===== src/rtl/he_pkg.sv =====
`default_nettype none

package he_pkg;

   // memory side and register side words
   typedef logic [31:0] bus_addr_t;
   typedef logic [31:0] bus_data_t;
   typedef logic [7:0]  csr_addr_t;

   // one word request to memory, held until accepted
   typedef struct packed {
      logic      write;
      bus_addr_t addr;
      bus_data_t wdata;
   } mem_req_t;

   typedef enum logic [3:0] {
      S_IDLE,
      S_LOAD_A,
      S_LOAD_B,
      S_LOAD_C,
      S_COMPUTE,
      S_DRAIN,
      S_WRITEBACK,
      S_FINISH
   } seq_state_e;

   // load phases encode the operand number 0..2
   typedef enum logic [2:0] {
      PH_LOAD_A    = 3'd0,
      PH_LOAD_B    = 3'd1,
      PH_LOAD_C    = 3'd2,
      PH_COMPUTE   = 3'd3,
      PH_WRITEBACK = 3'd4
   } buf_phase_e;

   ////////////////////////////////////////////////////////////////////////////
   // register map
   localparam csr_addr_t CTRL_OFS   = 8'h00;
   localparam csr_addr_t STATUS_OFS = 8'h04;
   localparam csr_addr_t Q_OFS      = 8'h08;
   localparam csr_addr_t R_OFS      = 8'h0C;
   localparam csr_addr_t LOGN_OFS   = 8'h10;
   localparam csr_addr_t A_PTR_OFS  = 8'h14;
   localparam csr_addr_t B_PTR_OFS  = 8'h18;
   localparam csr_addr_t C_PTR_OFS  = 8'h1C;
   localparam csr_addr_t WB_PTR_OFS = 8'h20;

endpackage

`default_nettype wire


===== src/rtl/he_dma.sv =====
`timescale 1ns/1ps
`default_nettype none

module he_dma
   import he_pkg::*;
#(
   parameter int coef_width_p = 30,
   parameter int max_logn_p   = 10
)
(
   input  logic                    clk_i,
   input  logic                    reset_i,
   input  logic                    start_i,
   input  bus_addr_t               base_i,
   input  logic                    write_i,
   input  logic [max_logn_p:0]     count_i,
   output logic                    done_o,
   output logic                    mem_req_valid_o,
   output mem_req_t                mem_req_o,
   input  logic                    mem_req_ready_i,
   input  logic                    mem_rsp_valid_i,
   input  bus_data_t               mem_rsp_rdata_i,
   output logic                    load_valid_o,
   output logic [max_logn_p-1:0]   load_index_o,
   output logic [coef_width_p-1:0] load_data_o,
   output logic [max_logn_p-1:0]   rd_index_o,
   input  logic [coef_width_p-1:0] rd_data_i
);
   typedef logic [max_logn_p-1:0] idx_t;
   typedef enum logic [1:0] {
      D_IDLE,
      D_REQ,
      D_WAIT
   } dma_state_e;

   dma_state_e state_q;
   idx_t       cnt_q, last_q;
   bus_addr_t  base_q;
   logic       write_q, rsp_last;

   assign rsp_last = state_q == D_WAIT && mem_rsp_valid_i && cnt_q == last_q;

   always_ff @(posedge clk_i)
   begin
      if (reset_i)
      begin
         state_q <= D_IDLE;
         cnt_q   <= '0;
         done_o  <= 1'b0;
      end
      else
      begin
         done_o <= rsp_last;
         case (state_q)
            D_IDLE: if (start_i) state_q <= D_REQ;
            D_REQ:  if (mem_req_ready_i) state_q <= D_WAIT;
            D_WAIT:
            begin
               if (mem_rsp_valid_i)
               begin
                  // counter returns to zero for the next transfer
                  cnt_q   <= rsp_last ? '0 : cnt_q + 1'b1;
                  state_q <= rsp_last ? D_IDLE : D_REQ;
               end
            end
            default: state_q <= D_IDLE;
         endcase
      end
   end

   always_ff @(posedge clk_i)
   begin
      if (state_q == D_IDLE && start_i)
      begin
         base_q  <= base_i;
         write_q <= write_i;
         last_q  <= idx_t'(count_i - 1'b1);
      end
   end

   // buffer read runs one element ahead so data is ready in REQ
   assign rd_index_o = (state_q == D_WAIT) ? idx_t'(cnt_q + 1'b1) : cnt_q;

   assign mem_req_valid_o = state_q == D_REQ;
   always_comb
   begin
      mem_req_o.write = write_q;
      mem_req_o.addr  = base_q + (bus_addr_t'(cnt_q) << 2);
      mem_req_o.wdata = write_q ? bus_data_t'(rd_data_i) : '0;
   end

   assign load_valid_o = state_q == D_WAIT && mem_rsp_valid_i && !write_q;
   assign load_index_o = cnt_q;
   assign load_data_o  = mem_rsp_rdata_i[coef_width_p-1:0];

   // relies on the buffer holding its read data through a stall
   req_stable_a: assert property (@(posedge clk_i) disable iff (reset_i)
      mem_req_valid_o && !mem_req_ready_i |=> mem_req_valid_o && $stable(mem_req_o))
      else $error("memory request changed while stalled");

endmodule

`default_nettype wire


===== config.mk =====
export PLATFORM = sky130hd
export DESIGN_NAME = he_dma
export DESIGN_NICKNAME = d
export VERILOG_FILES = /design/src/rtl/he_pkg.sv /design/src/rtl/he_dma.sv
export SDC_FILE = /design/constraint.sdc
export NUM_CORES = 1
export LEC_CHECK = 0
export ABC_CLOCK_PERIOD_IN_PS = 4310
export BUFFER_PORTS_ARGS = -buffer_cell sky130_fd_sc_hd__buf_2
export CAP_MARGIN = 20
export CORE_MARGIN = 5
export CORE_UTILIZATION = 35
export DETAILED_ROUTE_END_ITERATION = 8
export PLACE_DENSITY = 0.7
export SYNTH_ARGS = -nofsm -noshare
export SYNTH_HDL_FRONTEND = slang
export SYNTH_SLANG_ARGS = --single-unit

===== constraint.sdc =====
create_clock -name clk_i -period 4.31 [get_ports clk_i]
set_clock_uncertainty 0.2 [all_clocks]
set_input_delay 0.2155 -clock clk_i [delete_from_list [all_inputs] [get_ports clk_i]]
set_output_delay 0.2155 -clock clk_i [all_outputs]
set_load 0.1 [all_outputs]

==> results.md <==
- Result of the run: finished clean
- CTS clk-pin slew, worst paths: 100 ps
- CTS tree: done
- Iter 0 DRT Violations: 170
- RSZ-0062 raised after global routing: no
- Initial antenna violation count: 0
- Antenna fix cells: 0
- Placed cells: 630
- Worst Tran Pin Value: 695 ps
- Relative slew slack: 0.536
- Die footprint: 12800 um2
- Post-CTS resize count: 0
- Largest net degree at the start of global routing: 45
- Share of the synthesized area in the top cell type: 0.346
- Cell Area, Synth: 3730 um2
- Area growth from synthesis to layout: 32.9%
- Critical Path AT: 3100 ps
- Post-synthesis adder-cell area fraction: 0.0456
- Synth area leader: edfxtp_1
- Final #Nets: 661
- Simple-gate share of the synthesized area: 0.205
- Kind of launch point of the worst setup path: register
- Clk buf depth: 2
- Num rows: 37
- Post-synth EDFFs: 43
- CTS buffer count: 5
- Core Area: 10400 um2
- Crit-path max cell delay: 550 ps
- Mean Syn Cell Area: 10.1 um2
- Max IR drop VDD: 0.000149 V
- Crit path kind: reg2out
- Slowest CP cell: o31ai_1
- Fin crit share: 0.816
- Fmax: 0.284 GHz
- Synth Area in Compound Gates: 0.114
- Clock latency on the worst-skew pair: 310 ps
- Count leader, synth: edfxtp_1
- Max-cap viol count: 0
- Most used cell, CP: buf_2
- Number of global-route vias before repair: 3218
- Worst-path fanout max: 8
- Ratio of cells with drive above 1 in the final layout: 0.361
- Port bufs: 163
- IO Count: 229
- Most used DFF post-synth: edfxtp_1
- Main combinational cell family by area after synthesis: simple AND/OR/NAND/NOR gates
- Routed WL: 10300 um
- Pleak: 0.00219 uW
- Die H: 113 um
- First-pass GRT wire length: 16000 um
- Synth Area in XOR/XNOR: 0.124
- CP cell instances: ha_1 -> and2_1 -> o21ai_0 -> o31ai_1 -> buf_2 -> o211ai_1 -> xnor2_1 -> buf_2
- Tmin final: 3520 ps
- Antenna Violating Nets Remaining: 0
- Tot GR Track Use: 0.152
- Critical Path End Type: output pin
- Endpoints failing setup: 0
- Router iterations before antenna repair: 5
- Yosys reg bits: 56
- Wirelength per Cell: 15.3 um
- Worst EP required: 3890 ps
- Seq/Total Area, Yosys: 0.416
- Layout fillers: 978
- Ranking of synthesized cells by area: edfxtp_1 35%, buf_4 7.2%, xor2_1 7.0%, dfxtp_1 7.0%, xnor2_1 5.4%
- Non-Filler Instances: 674
- HPWL Detailed: 7980 um
- Gr ovfl total: 0
- Multiplexer share of the synthesized area: 0.00268
- CTS sink cnt: 56
- Via density: 4.89
- RePlAce Congestion: 0.893
- Root Buffer: clkbuf_8
- Setup TNS Final: 0 ps
- Top cells by count, synth: 43 x edfxtp_1, 36 x buf_4, 32 x and2_1
- Hold Crit Class: in2reg
- Synth warnings: 0
- Final hold vios: 0
- Chip width: 113 um
- Syn Inst Count: 371
- Number of remaining DRC errors: 0
- Fraction of registers with async set/reset: 0
- H-Tree Depth: 2
- Via count: 3293
- Initial core utilization: 0.360
- Pwr Density: 309 nW/um2
- Yosys cell types: 53
- Fin. max-slew vios: 0
registers in the layout (all words and copies together) (netlist names):
name,flops
write_q,1
last_q,10
done_o,1
base_q,32
state_q,2
load_index_o,10
routing by layer:
metal / global-route usage / part of all wire / vias to the layer above
li1: - / - / 1609
met1: 0.182 / 0.40 / 1512
met2: 0.263 / 0.50 / 130
met3: 0.0251 / 0.063 / 42
met4: 0.0745 / 0.036 / 0
met5: 0 / 0 / -
power breakdown:
part / total [uW] / switching (uW) / internal [uW]
clock network: 296 / 176 / 120
logic: 582 / 457 / 124
registers: 654 / 31.1 / 622
critical path: cells and delay by family (launching register included):
kind | cells | cell delay [ps]
flops | 1 | 430
simple gates | 1 | 170
fa+ha+maj | 1 | 380
xor+xnor | 1 | 260
compound gates | 3 | 800
buf+inv | 2 | 760
what timing repair did:
action | CTS | global route
hold buffers | 35 | 1
endpoints found under the hold margin | 35 | 1
buffers inserted | 0 | 0
cell usage in the layout (no fill, tap or decap), types with 10 or more instances in the layout:
| cell | Yosys | final |
|---|---|---|
| edfxtp_1 | 43 | 43 |
| inv_1 | 12 | 12 |
| nand2_1 | 22 | 22 |
| dlygate4sd3_1 | 0 | 36 |
| buf_2 | 0 | 164 |
| a21oi_1 | 22 | 22 |
| nor2_1 | 12 | 12 |
| nand3_1 | 10 | 10 |
| dfxtp_1 | 13 | 13 |
| o21ai_0 | 18 | 18 |
| xnor2_1 | 23 | 23 |
| xor2_1 | 30 | 21 |
| ha_1 | 12 | 12 |
| and2_1 | 32 | 32 |
metrics by stage:
step	setup slack, ps	power (uW)	instance area [um2]	hold slack (ps)	utilization
global placement	940	1220	4510	191	0.435
detailed placement	1110	1220	4510	194	0.435
CTS	766	1540	4950	2.37	0.478
global route	579	1590	4960	8.95	0.479
floorplan	6.41	1250	3800	91.6	-
finish	791	1530	4960	17.3	0.479
cell families (layout without fill, tap and decap cells):
logic type               Yosys count  in the layout
multiplexers                       1              1
buffers and inverters             55            221
adder cells (fa/ha/maj)           13             13
flip-flops                        56             56
XOR/XNOR                          53             53
other                              1              2
AND/OR/NAND/NOR                  125            125
AO/OA/AOI/OAI                     67             67
layout make-up:
class / count / area [um2] / area share
Timing Repair Buffer: 201 / 1190 / 0.240
Clock buffer: 6 / 72.6 / 0.0146
Multi-Input combinational cell: 261 / 1920 / 0.386
Sequential cell: 56 / 1550 / 0.313
Tap cell: 136 / 170 / 0.0343
Inverter: 12 / 45.0 / 0.00908
Clock inverter: 2 / 17.5 / 0.00353
final timing paths:
check	from	slack, ps	cells past startpoint	end
worst min register to register	load_index_o[6]	410	2	load_index_o[6]
worst min-delay path	count_i[4]	20	2	last_q[4]
worst max register to register	load_index_o[0]	2040	6	load_index_o[8]
worst max-delay path	load_index_o[5]	790	8	mem_req_o[61]
Note: power is estimated with default switching activity, not from simulation.
