## config.mk

```make
export PLATFORM = sky130hd
export DESIGN_NAME = he_csr_apb
export DESIGN_NICKNAME = d
export VERILOG_FILES = /design/src/rtl/he_pkg.sv /design/src/rtl/he_csr_apb.sv
export SDC_FILE = /design/constraint.sdc
export NUM_CORES = 1
export LEC_CHECK = 0
export BUFFER_PORTS_ARGS = -buffer_cell sky130_fd_sc_hd__buf_2
export CAP_MARGIN = 20
export CORE_MARGIN = 2
export CORE_UTILIZATION = 40
export DETAILED_ROUTE_END_ITERATION = 8
export PLACE_DENSITY = 0.71
export SYNTH_ARGS = -nofsm -noshare
export SYNTH_HDL_FRONTEND = slang
export SYNTH_SLANG_ARGS = --single-unit
```

## constraint.sdc

```tcl
create_clock -name clk_i -period 3.8 [get_ports clk_i]
set_clock_uncertainty 0.2 [all_clocks]
set_input_delay 0.19 -clock clk_i [delete_from_list [all_inputs] [get_ports clk_i]]
set_output_delay 0.19 -clock clk_i [all_outputs]
set_load 0.02 [all_outputs]
```

## src/rtl/he_pkg.sv

```systemverilog
`default_nettype none

package he_pkg;

   // memory side and register side words
   typedef logic [31:0] bus_addr_t;
   typedef logic [31:0] bus_data_t;
   typedef logic [7:0]  csr_addr_t;

   // one word request to memory, held until accepted
   typedef struct packed {
      logic      write;
      bus_addr_t addr;
      bus_data_t wdata;
   } mem_req_t;

   typedef enum logic [3:0] {
      S_IDLE,
      S_LOAD_A,
      S_LOAD_B,
      S_LOAD_C,
      S_COMPUTE,
      S_DRAIN,
      S_WRITEBACK,
      S_FINISH
   } seq_state_e;

   // load phases encode the operand number 0..2
   typedef enum logic [2:0] {
      PH_LOAD_A    = 3'd0,
      PH_LOAD_B    = 3'd1,
      PH_LOAD_C    = 3'd2,
      PH_COMPUTE   = 3'd3,
      PH_WRITEBACK = 3'd4
   } buf_phase_e;

   ////////////////////////////////////////////////////////////////////////////
   // register map
   localparam csr_addr_t CTRL_OFS   = 8'h00;
   localparam csr_addr_t STATUS_OFS = 8'h04;
   localparam csr_addr_t Q_OFS      = 8'h08;
   localparam csr_addr_t R_OFS      = 8'h0C;
   localparam csr_addr_t LOGN_OFS   = 8'h10;
   localparam csr_addr_t A_PTR_OFS  = 8'h14;
   localparam csr_addr_t B_PTR_OFS  = 8'h18;
   localparam csr_addr_t C_PTR_OFS  = 8'h1C;
   localparam csr_addr_t WB_PTR_OFS = 8'h20;

endpackage

`default_nettype wire

```

## src/rtl/he_csr_apb.sv

```systemverilog
`timescale 1ns/1ps
`default_nettype none

module he_csr_apb
   import he_pkg::*;
#(
   parameter int coef_width_p = 30,
   parameter int max_logn_p   = 10,
   localparam int logn_w_lp   = $clog2(max_logn_p + 1)
)
(
   input  logic                    clk_i,
   input  logic                    reset_i,
   input  logic                    psel_i,
   input  logic                    penable_i,
   input  logic                    pwrite_i,
   input  csr_addr_t               paddr_i,
   input  bus_data_t               pwdata_i,
   output bus_data_t               prdata_o,
   output logic                    pready_o,
   output logic                    pslverr_o,
   input  logic                    busy_i,
   input  logic                    finish_i,
   output logic                    start_o,
   output logic [coef_width_p-1:0] q_o,
   output logic [coef_width_p:0]   r_o,
   output logic [logn_w_lp-1:0]    logn_o,
   output bus_addr_t               a_ptr_o,
   output bus_addr_t               b_ptr_o,
   output bus_addr_t               c_ptr_o,
   output bus_addr_t               wb_ptr_o,
   output logic                    irq_o
);
   logic access, wr_en, mapped, done_q;

   assign access   = psel_i && penable_i;
   assign wr_en    = access && pwrite_i;
   // no wait states
   assign pready_o = 1'b1;
   assign irq_o    = done_q;

   ////////////////////////////////////////////////////////////////////////////
   // read decode
   always_comb
   begin
      mapped   = 1'b1;
      prdata_o = '0;
      case (paddr_i)
         CTRL_OFS:   prdata_o = '0;
         STATUS_OFS: prdata_o = {30'd0, done_q, busy_i};
         Q_OFS:      prdata_o = bus_data_t'(q_o);
         R_OFS:      prdata_o = bus_data_t'(r_o);
         LOGN_OFS:   prdata_o = bus_data_t'(logn_o);
         A_PTR_OFS:  prdata_o = a_ptr_o;
         B_PTR_OFS:  prdata_o = b_ptr_o;
         C_PTR_OFS:  prdata_o = c_ptr_o;
         WB_PTR_OFS: prdata_o = wb_ptr_o;
         default:    mapped = 1'b0;
      endcase
   end

   assign pslverr_o = access && !mapped;

   ////////////////////////////////////////////////////////////////////////////
   // register writes
   always_ff @(posedge clk_i)
   begin
      if (reset_i)
      begin
         q_o      <= '0;
         r_o      <= '0;
         logn_o   <= '0;
         a_ptr_o  <= '0;
         b_ptr_o  <= '0;
         c_ptr_o  <= '0;
         wb_ptr_o <= '0;
         start_o  <= 1'b0;
         done_q   <= 1'b0;
      end
      else
      begin
         // start is dropped while a run is active
         start_o <= wr_en && paddr_i == CTRL_OFS && pwdata_i[0] && !busy_i;
         if (finish_i)
            done_q <= 1'b1;
         else if (wr_en && paddr_i == STATUS_OFS && pwdata_i[1])
            done_q <= 1'b0;
         if (wr_en)
         begin
            case (paddr_i)
               Q_OFS:      q_o <= pwdata_i[coef_width_p-1:0];
               R_OFS:      r_o <= pwdata_i[coef_width_p:0];
               LOGN_OFS:
               begin
                  // keep logn within 1..max_logn_p
                  if (pwdata_i == '0)
                     logn_o <= logn_w_lp'(1);
                  else if (pwdata_i > bus_data_t'(max_logn_p))
                     logn_o <= logn_w_lp'(max_logn_p);
                  else
                     logn_o <= pwdata_i[logn_w_lp-1:0];
               end
               A_PTR_OFS:  a_ptr_o  <= pwdata_i;
               B_PTR_OFS:  b_ptr_o  <= pwdata_i;
               C_PTR_OFS:  c_ptr_o  <= pwdata_i;
               WB_PTR_OFS: wb_ptr_o <= pwdata_i;
               default:    ;
            endcase
         end
      end
   end

   // the sequencer only goes busy from a start pulse
   start_idle_a: assert property (@(posedge clk_i) disable iff (reset_i)
      start_o |-> !busy_i)
      else $error("start pulse while the sequencer is busy");

endmodule

`default_nettype wire

```

==> impl_results.md <==
* Antenna violation net count after detailed routing at 0
* Sequential fraction of the synthesis area at 45.8%
* Synth Instances at 1101
* Sink Count at 195
* Wire per inst at 22.1 um
* Leakage at 4.57 nW
* TritonCTS clock tree: yes
* Via count at 9640
* Syn avg cell area at 7.74 um^2
* Worst-Margin Slew at 863 ps
* Die Width at 150 um
* Worst r2r src: logn_o[0]
* Via/cell ratio at 5.81
* RSZ-0062 raised after global routing: no
* Initial Util at 40.6%
* Dpl cells at 1594
* Clock Path Buffers at 2
* First-pass GRT wire length at 53.1 mm
* Fin. Hold Viols at 0
* Setup crit end kind: output port
* Status: completed
* Dpl ws at 1090 ps
* Top-area cell type share of the netlist area at 45.8%
* Most common cell after layout, fill and taps aside: nand2_1
* Tot GR Track Use at 31.4%
* Largest net degree at the start of global routing at 110
* Hold WC Path Type: in2reg
* Hold path depth at 2
* Setup repair bufs after CTS at 0
* Async S/R FF share, synth at 0%
* Vias in the first global route at 8800
* Endpoints failing setup at 0
* Pins over their slew limit at 0
* Number of DRC markers in iteration 0 at 1146
* Fin crit share at 73.7%
* Commonest cells after routing, fill and taps aside: nand2_1, buf_2, a21oi_1, dfxtp_1, dlygate4sd3_1
* Synth Register Bits at 195
* Post-route insts no fill at 1660
* Die ar. at 22500 um^2
* CORE AREA at 21000 um^2
* Post-Syn Nets at 1148
* Synth area leader: dfxtp_1
* Max rail drop VDD at 0.000289 V
* Number of flops mapped to enable cells by yosys at 0
* Global route overflow at 0
* IO Count at 276
* Rel. slew slack at 41.6%
* Cell Pwr Density at 377 nW/um^2
* Worst path arrival time at 2410 ps
* Share of cells above drive strength 1 at 27.0%
* Cell area after layout at 11100 um^2
* H-tree depth at 4
* Port buffer count at 274
* Worst Path Required at 3410 ps
* Commonest register cell after synthesis: dfxtp_1
* Area after DPL at 10200 um^2
* CP Launch Type: primary input
* Worst hold path startpoint: reset_i
* Worst r2r path cells at 2
* Initial antenna violation count at 0
* Detail Placement HPWL at 25.3 mm
* # DRC at 0
* Kind of critical path: in2out
* Setup_tns at 0 ps
* Total CTS buffers at 17
* Final WS setup at 999 ps
* Row count at 53
* CTS clock-pin slew for the worst setup and hold paths at 70 ps
* Total wire length at 36.7 mm
* Drt first pass iters at 6
* Register-to-register setup slack at 2800 ps
* Area of the mapped netlist at 8520 um^2
* Endpoint, Worst Hold: wb_ptr_o[1]
* Layout area overhead at 30.9%
* Yosys warns at 0
* Die height at 150 um
* Nets at 1419
* Max-Cap Viols at 0
* Clk Latency, worst-skew pair at 430 ps
* Worst hold margin at 43.7 ps
* Minimum clock period at 2800 ps
* Top post-synthesis cells by area: dfxtp_1, nand2_1, a21oi_1
* RR Endpoint: logn_o[0]
* # diodes at 0
* Fillers at 2041
* Clk root buf: clkbuf_16
* Crit Path Max Fanout at 14
* Unique cell type count in the Yosys netlist at 59
* Placer Congestion at 0.867
* Fmax achieved at 357 MHz
==> per-layer routing <==
layer,part of all wire [%],global-route usage (%)
met1,38,41.1
met5,0,0
met2,45,48.2
met4,4.0,14.2
met3,13,8.72
==> state kept, by name, indices dropped and copies added, names as in the netlist <==
| name | flops |
|---|---|
| a_ptr_o | 32 |
| b_ptr_o | 32 |
| c_ptr_o | 32 |
| irq_o | 1 |
| logn_o | 4 |
| q_o | 30 |
| r_o | 31 |
| start_o | 1 |
| wb_ptr_o | 32 |
==> synth_stat cells (7+ instances only) <==
cell type  number
clkbuf_1       58
dfxtp_1       195
a21oi_1       196
a32oi_1         7
mux2i_1        13
a22oi_1        30
a22o_1         12
nor2_1          9
nor4_1          7
nand3_1        21
nand2_1       388
and3_1         11
a221o_1         8
mux2_2         14
o21ai_0        21
buf_2          25
==> power by group <==
part           leakage, nW  switching [mW]  internal [mW]  total [mW]
Sequential            1.57         0.00177           2.04        2.04
Clock                0.297           0.850           1.06        1.91
Combinational         2.70           0.173         0.0744       0.247
==> worst max-delay path by stage <==
stage                     startpoint           end  slack (ps)  cells after the start
after CTS                 paddr_i[4]   prdata_o[3]        1090                      7
final                     paddr_i[4]   prdata_o[3]        1000                      7
after global routing      paddr_i[4]   prdata_o[3]         910                      7
after global placement    paddr_i[2]   prdata_o[3]        1120                      6
after detailed placement  paddr_i[4]   wb_ptr_o[2]        1090                      6
after floorplan           paddr_i[3]  prdata_o[15]        1750                      5
==> worst max-delay path, stage by stage <==
cell     delay [ps]
buf_2           270
or4b_1          830
nor2_1          380
buf_4           250
a22oi_1         110
o31ai_1         130
buf_2           240
==> cells by family (layout without fill, tap and decap cells) <==
group | after synthesis | in the layout | synth area share (%)
buffers and inverters | 96 | 380 | 5.04
AOI/OAI and AO/OA | 309 | 309 | 21.5
other | 1 | 1 | 0.0440
DFF | 195 | 195 | 45.8
muxes | 29 | 29 | 3.91
adders and majority gates | 1 | 1 | 0.118
and+or+nand+nor | 470 | 470 | 23.6
==> cell type report <==
type	instances	area (um^2)	share of cell area (%)
Clock buffer	17	425	3.82
Clock inverter	15	195	1.75
Inverter	4	15.0	0.135
Multi-Input combinational cell	810	4240	38.0
Sequential cell	195	3900	35.0
Tap cell	275	344	3.09
Timing Repair Buffer	344	2030	18.2
==> stage by stage <==
stage | total power, mW | util (%)
after floorplan | 2.19 | -
after global placement | 2.30 | 48.6
after detailed placement | 2.30 | 48.6
after CTS | 4.20 | 53.2
after global routing | 4.30 | 53.2
final | 4.20 | 53.2
==> repair_timing <==
item / in CTS / in global routing
endpoints found under the hold margin: 194 / 0
resized for setup: 0 / 0
hold buffers: 34 / 0
Power figures use the tool's default switching activity.
