==> src/rtl/he_pkg.sv <==
`default_nettype none

package he_pkg;

   // memory side and register side words
   typedef logic [31:0] bus_addr_t;
   typedef logic [31:0] bus_data_t;
   typedef logic [7:0]  csr_addr_t;

   // one word request to memory, held until accepted
   typedef struct packed {
      logic      write;
      bus_addr_t addr;
      bus_data_t wdata;
   } mem_req_t;

   typedef enum logic [3:0] {
      S_IDLE,
      S_LOAD_A,
      S_LOAD_B,
      S_LOAD_C,
      S_COMPUTE,
      S_DRAIN,
      S_WRITEBACK,
      S_FINISH
   } seq_state_e;

   // load phases encode the operand number 0..2
   typedef enum logic [2:0] {
      PH_LOAD_A    = 3'd0,
      PH_LOAD_B    = 3'd1,
      PH_LOAD_C    = 3'd2,
      PH_COMPUTE   = 3'd3,
      PH_WRITEBACK = 3'd4
   } buf_phase_e;

   ////////////////////////////////////////////////////////////////////////////
   // register map
   localparam csr_addr_t CTRL_OFS   = 8'h00;
   localparam csr_addr_t STATUS_OFS = 8'h04;
   localparam csr_addr_t Q_OFS      = 8'h08;
   localparam csr_addr_t R_OFS      = 8'h0C;
   localparam csr_addr_t LOGN_OFS   = 8'h10;
   localparam csr_addr_t A_PTR_OFS  = 8'h14;
   localparam csr_addr_t B_PTR_OFS  = 8'h18;
   localparam csr_addr_t C_PTR_OFS  = 8'h1C;
   localparam csr_addr_t WB_PTR_OFS = 8'h20;

endpackage

`default_nettype wire

==> src/rtl/he_sequencer.sv <==
`timescale 1ns/1ps
`default_nettype none

module he_sequencer
   import he_pkg::*;
#(
   parameter int max_logn_p  = 10,
   localparam int logn_w_lp  = $clog2(max_logn_p + 1)
)
(
   input  logic                  clk_i,
   input  logic                  reset_i,
   input  logic                  start_i,
   input  logic [logn_w_lp-1:0]  logn_i,
   input  bus_addr_t             a_ptr_i,
   input  bus_addr_t             b_ptr_i,
   input  bus_addr_t             c_ptr_i,
   input  bus_addr_t             wb_ptr_i,
   input  logic                  dma_done_i,
   output logic                  busy_o,
   output logic                  finish_o,
   output logic                  dma_start_o,
   output bus_addr_t             dma_base_o,
   output logic                  dma_write_o,
   output logic [max_logn_p:0]   dma_count_o,
   output buf_phase_e            phase_o,
   output logic                  issue_valid_o,
   output logic [max_logn_p-2:0] issue_index_o
);
   typedef logic [max_logn_p:0]   count_t;
   typedef logic [max_logn_p-2:0] pair_t;

   seq_state_e state_q, state_n;
   pair_t      pair_q;
   logic [2:0] drain_q;
   count_t     half_n;

   assign dma_count_o = count_t'(1) << logn_i;
   assign half_n      = dma_count_o >> 1;

   always_comb
   begin
      state_n = state_q;
      case (state_q)
         S_IDLE:      if (start_i) state_n = S_LOAD_A;
         S_LOAD_A:    if (dma_done_i) state_n = S_LOAD_B;
         S_LOAD_B:    if (dma_done_i) state_n = S_LOAD_C;
         S_LOAD_C:    if (dma_done_i) state_n = S_COMPUTE;
         S_COMPUTE:   if (pair_q == pair_t'(half_n - 1'b1)) state_n = S_DRAIN;
         // buffer read plus four pipeline stages
         S_DRAIN:     if (drain_q == 3'd4) state_n = S_WRITEBACK;
         S_WRITEBACK: if (dma_done_i) state_n = S_FINISH;
         default:     state_n = S_IDLE;
      endcase
   end

   always_ff @(posedge clk_i)
   begin
      if (reset_i)
      begin
         state_q     <= S_IDLE;
         pair_q      <= '0;
         drain_q     <= '0;
         dma_start_o <= 1'b0;
      end
      else
      begin
         state_q     <= state_n;
         pair_q      <= (state_q == S_COMPUTE) ? pair_q + 1'b1 : '0;
         drain_q     <= (state_q == S_DRAIN) ? drain_q + 1'b1 : '0;
         // one pulse on entry to each transfer phase
         dma_start_o <= state_n != state_q &&
                        state_n inside {S_LOAD_A, S_LOAD_B, S_LOAD_C, S_WRITEBACK};
      end
   end

   always_comb
   begin
      case (state_q)
         S_LOAD_A:    dma_base_o = a_ptr_i;
         S_LOAD_B:    dma_base_o = b_ptr_i;
         S_LOAD_C:    dma_base_o = c_ptr_i;
         default:     dma_base_o = wb_ptr_i;
      endcase
      case (state_q)
         S_LOAD_A:    phase_o = PH_LOAD_A;
         S_LOAD_B:    phase_o = PH_LOAD_B;
         S_LOAD_C:    phase_o = PH_LOAD_C;
         S_WRITEBACK: phase_o = PH_WRITEBACK;
         default:     phase_o = PH_COMPUTE;
      endcase
   end

   assign dma_write_o   = state_q == S_WRITEBACK;
   assign busy_o        = state_q != S_IDLE;
   assign finish_o      = state_q == S_FINISH;
   assign issue_valid_o = state_q == S_COMPUTE;
   assign issue_index_o = pair_q;

endmodule

`default_nettype wire

==> config.mk <==
export PLATFORM = sky130hd
export DESIGN_NAME = he_sequencer
export DESIGN_NICKNAME = d
export VERILOG_FILES = /design/src/rtl/he_pkg.sv /design/src/rtl/he_sequencer.sv
export SDC_FILE = /design/constraint.sdc
export NUM_CORES = 1
export LEC_CHECK = 0
export BUFFER_PORTS_ARGS = -buffer_cell sky130_fd_sc_hd__buf_2
export CORE_MARGIN = 2
export CORE_UTILIZATION = 37
export DETAILED_ROUTE_END_ITERATION = 10
export GPL_TIMING_DRIVEN = 1
export PLACE_DENSITY = 0.89
export SLEW_MARGIN = 20
export SYNTH_ARGS = -nofsm -noshare
export SYNTH_HDL_FRONTEND = slang
export SYNTH_SLANG_ARGS = --single-unit
==> constraint.sdc <==
create_clock -name clk_i -period 1.69 [get_ports clk_i]
set_input_delay 0 -clock clk_i [delete_from_list [all_inputs] [get_ports clk_i]]
set_output_delay 0 -clock clk_i [all_outputs]
set_load 0.01 [all_outputs]
==> impl_results.md <==
* Status: finished, final reports clean
* First-pass GRT wire length at 14.6 mm
* Register area share after synthesis at 13.6%
* Largest net degree at the start of global routing at 34
* Unique cell type count in the Yosys netlist at 50
* Setup violators final at 0
* RR Startpoint: state_q[0]
* Rows at 30
* H-tree lvl count at 1
* Final WL at 10.2 mm
* Post-Syn Area at around 0.0025 mm2
* Hold WC Path Type: in -> reg
* Seq cells post-synth at 17
* I/O Buffers at 195
* Initial antenna violation count at 0
* Worst Hold End: dma_start_o
* YS warnings at 0
* Mapped Avg Cell Area at 7.25 um2
* Setup CP Type: reg -> reg
* Lkg Pwr at 1.90 nW
* Avg WL per Cell at 16.1 um
* Drt pass-1 iters at 5
* Root Buffer: clkbuf_8
* # DRC at 0
* Worst VDD drop at about 0.44 mV
* Pwr Density at ~370 mW/mm2
* Reg2Reg Depth at 8
* Syn_nets at 486
* Worst path cell trace: buf_6 -> buf_4 -> nor2_2 -> a21oi_1 -> o221a_2 -> nor2_2 -> a21oi_1 -> a311oi_2
* CP max stage cell: dfxtp_4
* EDFF count, synth at 0
* Total global routing overflow at 0
* Fillers at 589
* Hold Crit Start: dma_done_i
* Largest delay share family, worst path: compound AO/OA/AOI/OAI gates
* Cells after Synth at 346
* Detail-routed via count per cell at 5.60
* Min cycle time layout at 1.66 ns
* Slew Viols, Final at 0
* Initial core utilization at 37.6%
* Clock skew at 0.000959 ns
* Total CTS buffers at 3
* Die ar. at around 0.0075 mm2
* Final Cell Area at 0.00403 mm2
* Period utilization at 98.4%
* Asr flop ratio synth at 0%
* Largest stage delay, worst path at 0.36 ns
* Placed cell area at 0.00364 mm2
* Skew-Pair Late Insertion Delay at 0.25 ns
* Initial DRC count at 146
* TritonCTS clock tree: done
* Startpoint types: flop
* Hold WS at 0.255 ns
* Die W at 86.4 um
* R2r endpoint: dma_start_o
* Crit path DAT at 1.82 ns
* Core box area at 0.00668 mm2
* Hpwl dp at 6.98 mm
* Fin nets at 693
* Post-DRT Antenna Nets at 0
* Die Y-Extent at between 80 and 90 um
* Fmax achieved at 601 MHz
* Reg2Reg Setup Slack at 0.03 ns
* Critical Path End Type: flop
* Clk slew on worst S/H paths at 0.06 ns
* Max_cap viols at 0
* Vias at 3542
* RSZ-0062 raised after global routing: true
* Critical Path RT at 1.84 ns
* GPL Wtd Cong at roughly 0.95
* Ys flop type: dfxtp_1
* Share of layout cells above drive strength 1 at 54.3%
* Gr usage total at 23.4%
* Area delta synth->final at 60.7%
* Hold Path Depth at 3
* CTS sink cnt at 17
* Clk buf depth at 2
* Final Hold Viols at 0
* CP Max Fanout at 4
* Vias in the first global route at ~3.2k
* Antenna fix cells at 0
* I/O pins at 196
* WP buf/inv at 2
worst register-to-register path: stages, from the launching register on:
cell and delay [ns]:
dfxtp_4 0.36, buf_6 0.13, buf_4 0.15, nor2_2 0.10
a21oi_1 0.08, o221a_2 0.27, nor2_2 0.13, a21oi_1 0.10
a311oi_2 0.23
sequential cells by signal, summed over array words and instances, names as in the netlist:
name / flops
dma_start_o: 1
state_q: 4
issue_index_o: 9
drain_q: 3
cell families (layout without fill, tap and decap cells):
kind of cell	count (synthesis)	count (layout)	share of synthesized area [%]
buffers and inverters	43	249	8.08
multiplexers	36	36	16.0
AO/OA/AOI/OAI	118	118	30.3
flip-flops	17	17	13.6
other	1	1	0.149
adder cells (fa/ha/maj)	4	4	1.99
AND/OR/NAND/NOR	112	112	24.7
XOR/XNOR	15	15	5.23
final cells by class:
type                            count  area (um2)  area share (%)
Inverter                            9        33.8           0.838
Sequential cell                    17         349            8.66
Clock buffer                        4        45.0            1.12
Tap cell                           80         100            2.48
Timing Repair Buffer              236        1450            35.9
Multi-Input combinational cell    286        2060            51.0
routing by layer:
| metal | vias to the layer above | part of all wire [%] | track usage (%) | wire (um) |
|---|---|---|---|---|
| met5 | - | 0 | 0 | 0 |
| met2 | 183 | 52 | 41.7 | 5300 |
| met4 | 0 | 1.2 | 6.11 | 127 |
| li1 | 1688 | - | - | - |
| met3 | 13 | 7.6 | 2.86 | 774 |
| met1 | 1658 | 39 | 29.8 | 3980 |
how the worst max path moves through the flow:
| stage | cells after the start | startpoint | slack [ns] | endpoint |
|---|---|---|---|---|
| 2_1_floorplan | 10 | logn_i[1] | -0.05 | state_q[0] |
| 3_3_place_gp | 10 | logn_i[0] | -0.18 | state_q[0] |
| 3_5_place_dp | 10 | logn_i[0] | -0.26 | state_q[0] |
| 4_1_cts | 10 | logn_i[0] | 0.001 | state_q[0] |
| 5_1_grt | 6 | state_q[1] | -0.02 | dma_base_o[13] |
| 6_report | 8 | state_q[0] | 0.03 | dma_start_o |
power by group:
part / switching, W / internal [W] / total (W)
sequential: 0.00000616 / 0.000403 / 0.000410
clock: 0.000134 / 0.000167 / 0.000301
combinational: 0.000373 / 0.000422 / 0.000795
total: 0.000513 / 0.000993 / 0.00151
layout by cell type (no fill, tap or decap), drive strengths merged, types with 9 or more instances in the layout:
cell type  netlist  layout
a31oi           34      34
xor2            11      11
a22oi           33      33
o21ai           36      36
nor2            27      27
clkbuf          18       9
nand2           15      15
mux2            33      33
dfxtp           17      17
nor2b           35      35
inv              9       9
buf             16     230
through the flow:
stage | util (%) | total power, W | setup slack (ns) | instances | setup TNS [ns]
after global placement | 54.5 | 0.00109 | -0.185 | 611 | -0.185
after global routing | 60.4 | 0.00161 | -0.0233 | 632 | -0.0603
final | 60.4 | 0.00151 | 0.0275 | 632 | 0
after detailed placement | 54.5 | 0.00111 | -0.259 | 611 | -0.259
after floorplan | - | 0.000794 | -0.0519 | 346 | -0.0519
after CTS | 56.6 | 0.00144 | 0.00106 | 620 | 0
timing repair:
item,in CTS,in global routing
endpoints found under the setup margin,32,34
gates resized for setup,2,51
setup buffers,2,8
hold buffers,1,0
cloned,2,5
pin swaps,0,3
endpoints found under the hold margin,3,0
Yosys cell counts (9+ instances only):
| cell | n | area, um2 |
|---|---|---|
| inv_1 | 9 | 33.8 |
| clkbuf_1 | 18 | 67.6 |
| a22oi_1 | 33 | 248 |
| o21ai_0 | 35 | 175 |
| nor2_1 | 27 | 101 |
| buf_2 | 12 | 60.1 |
| dfxtp_1 | 17 | 340 |
| mux2_2 | 32 | 360 |
| xor2_1 | 11 | 96.3 |
| nand2_1 | 14 | 52.6 |
| nor2b_1 | 35 | 219 |
| a31oi_1 | 34 | 213 |
Power figures use the tool's default switching activity.
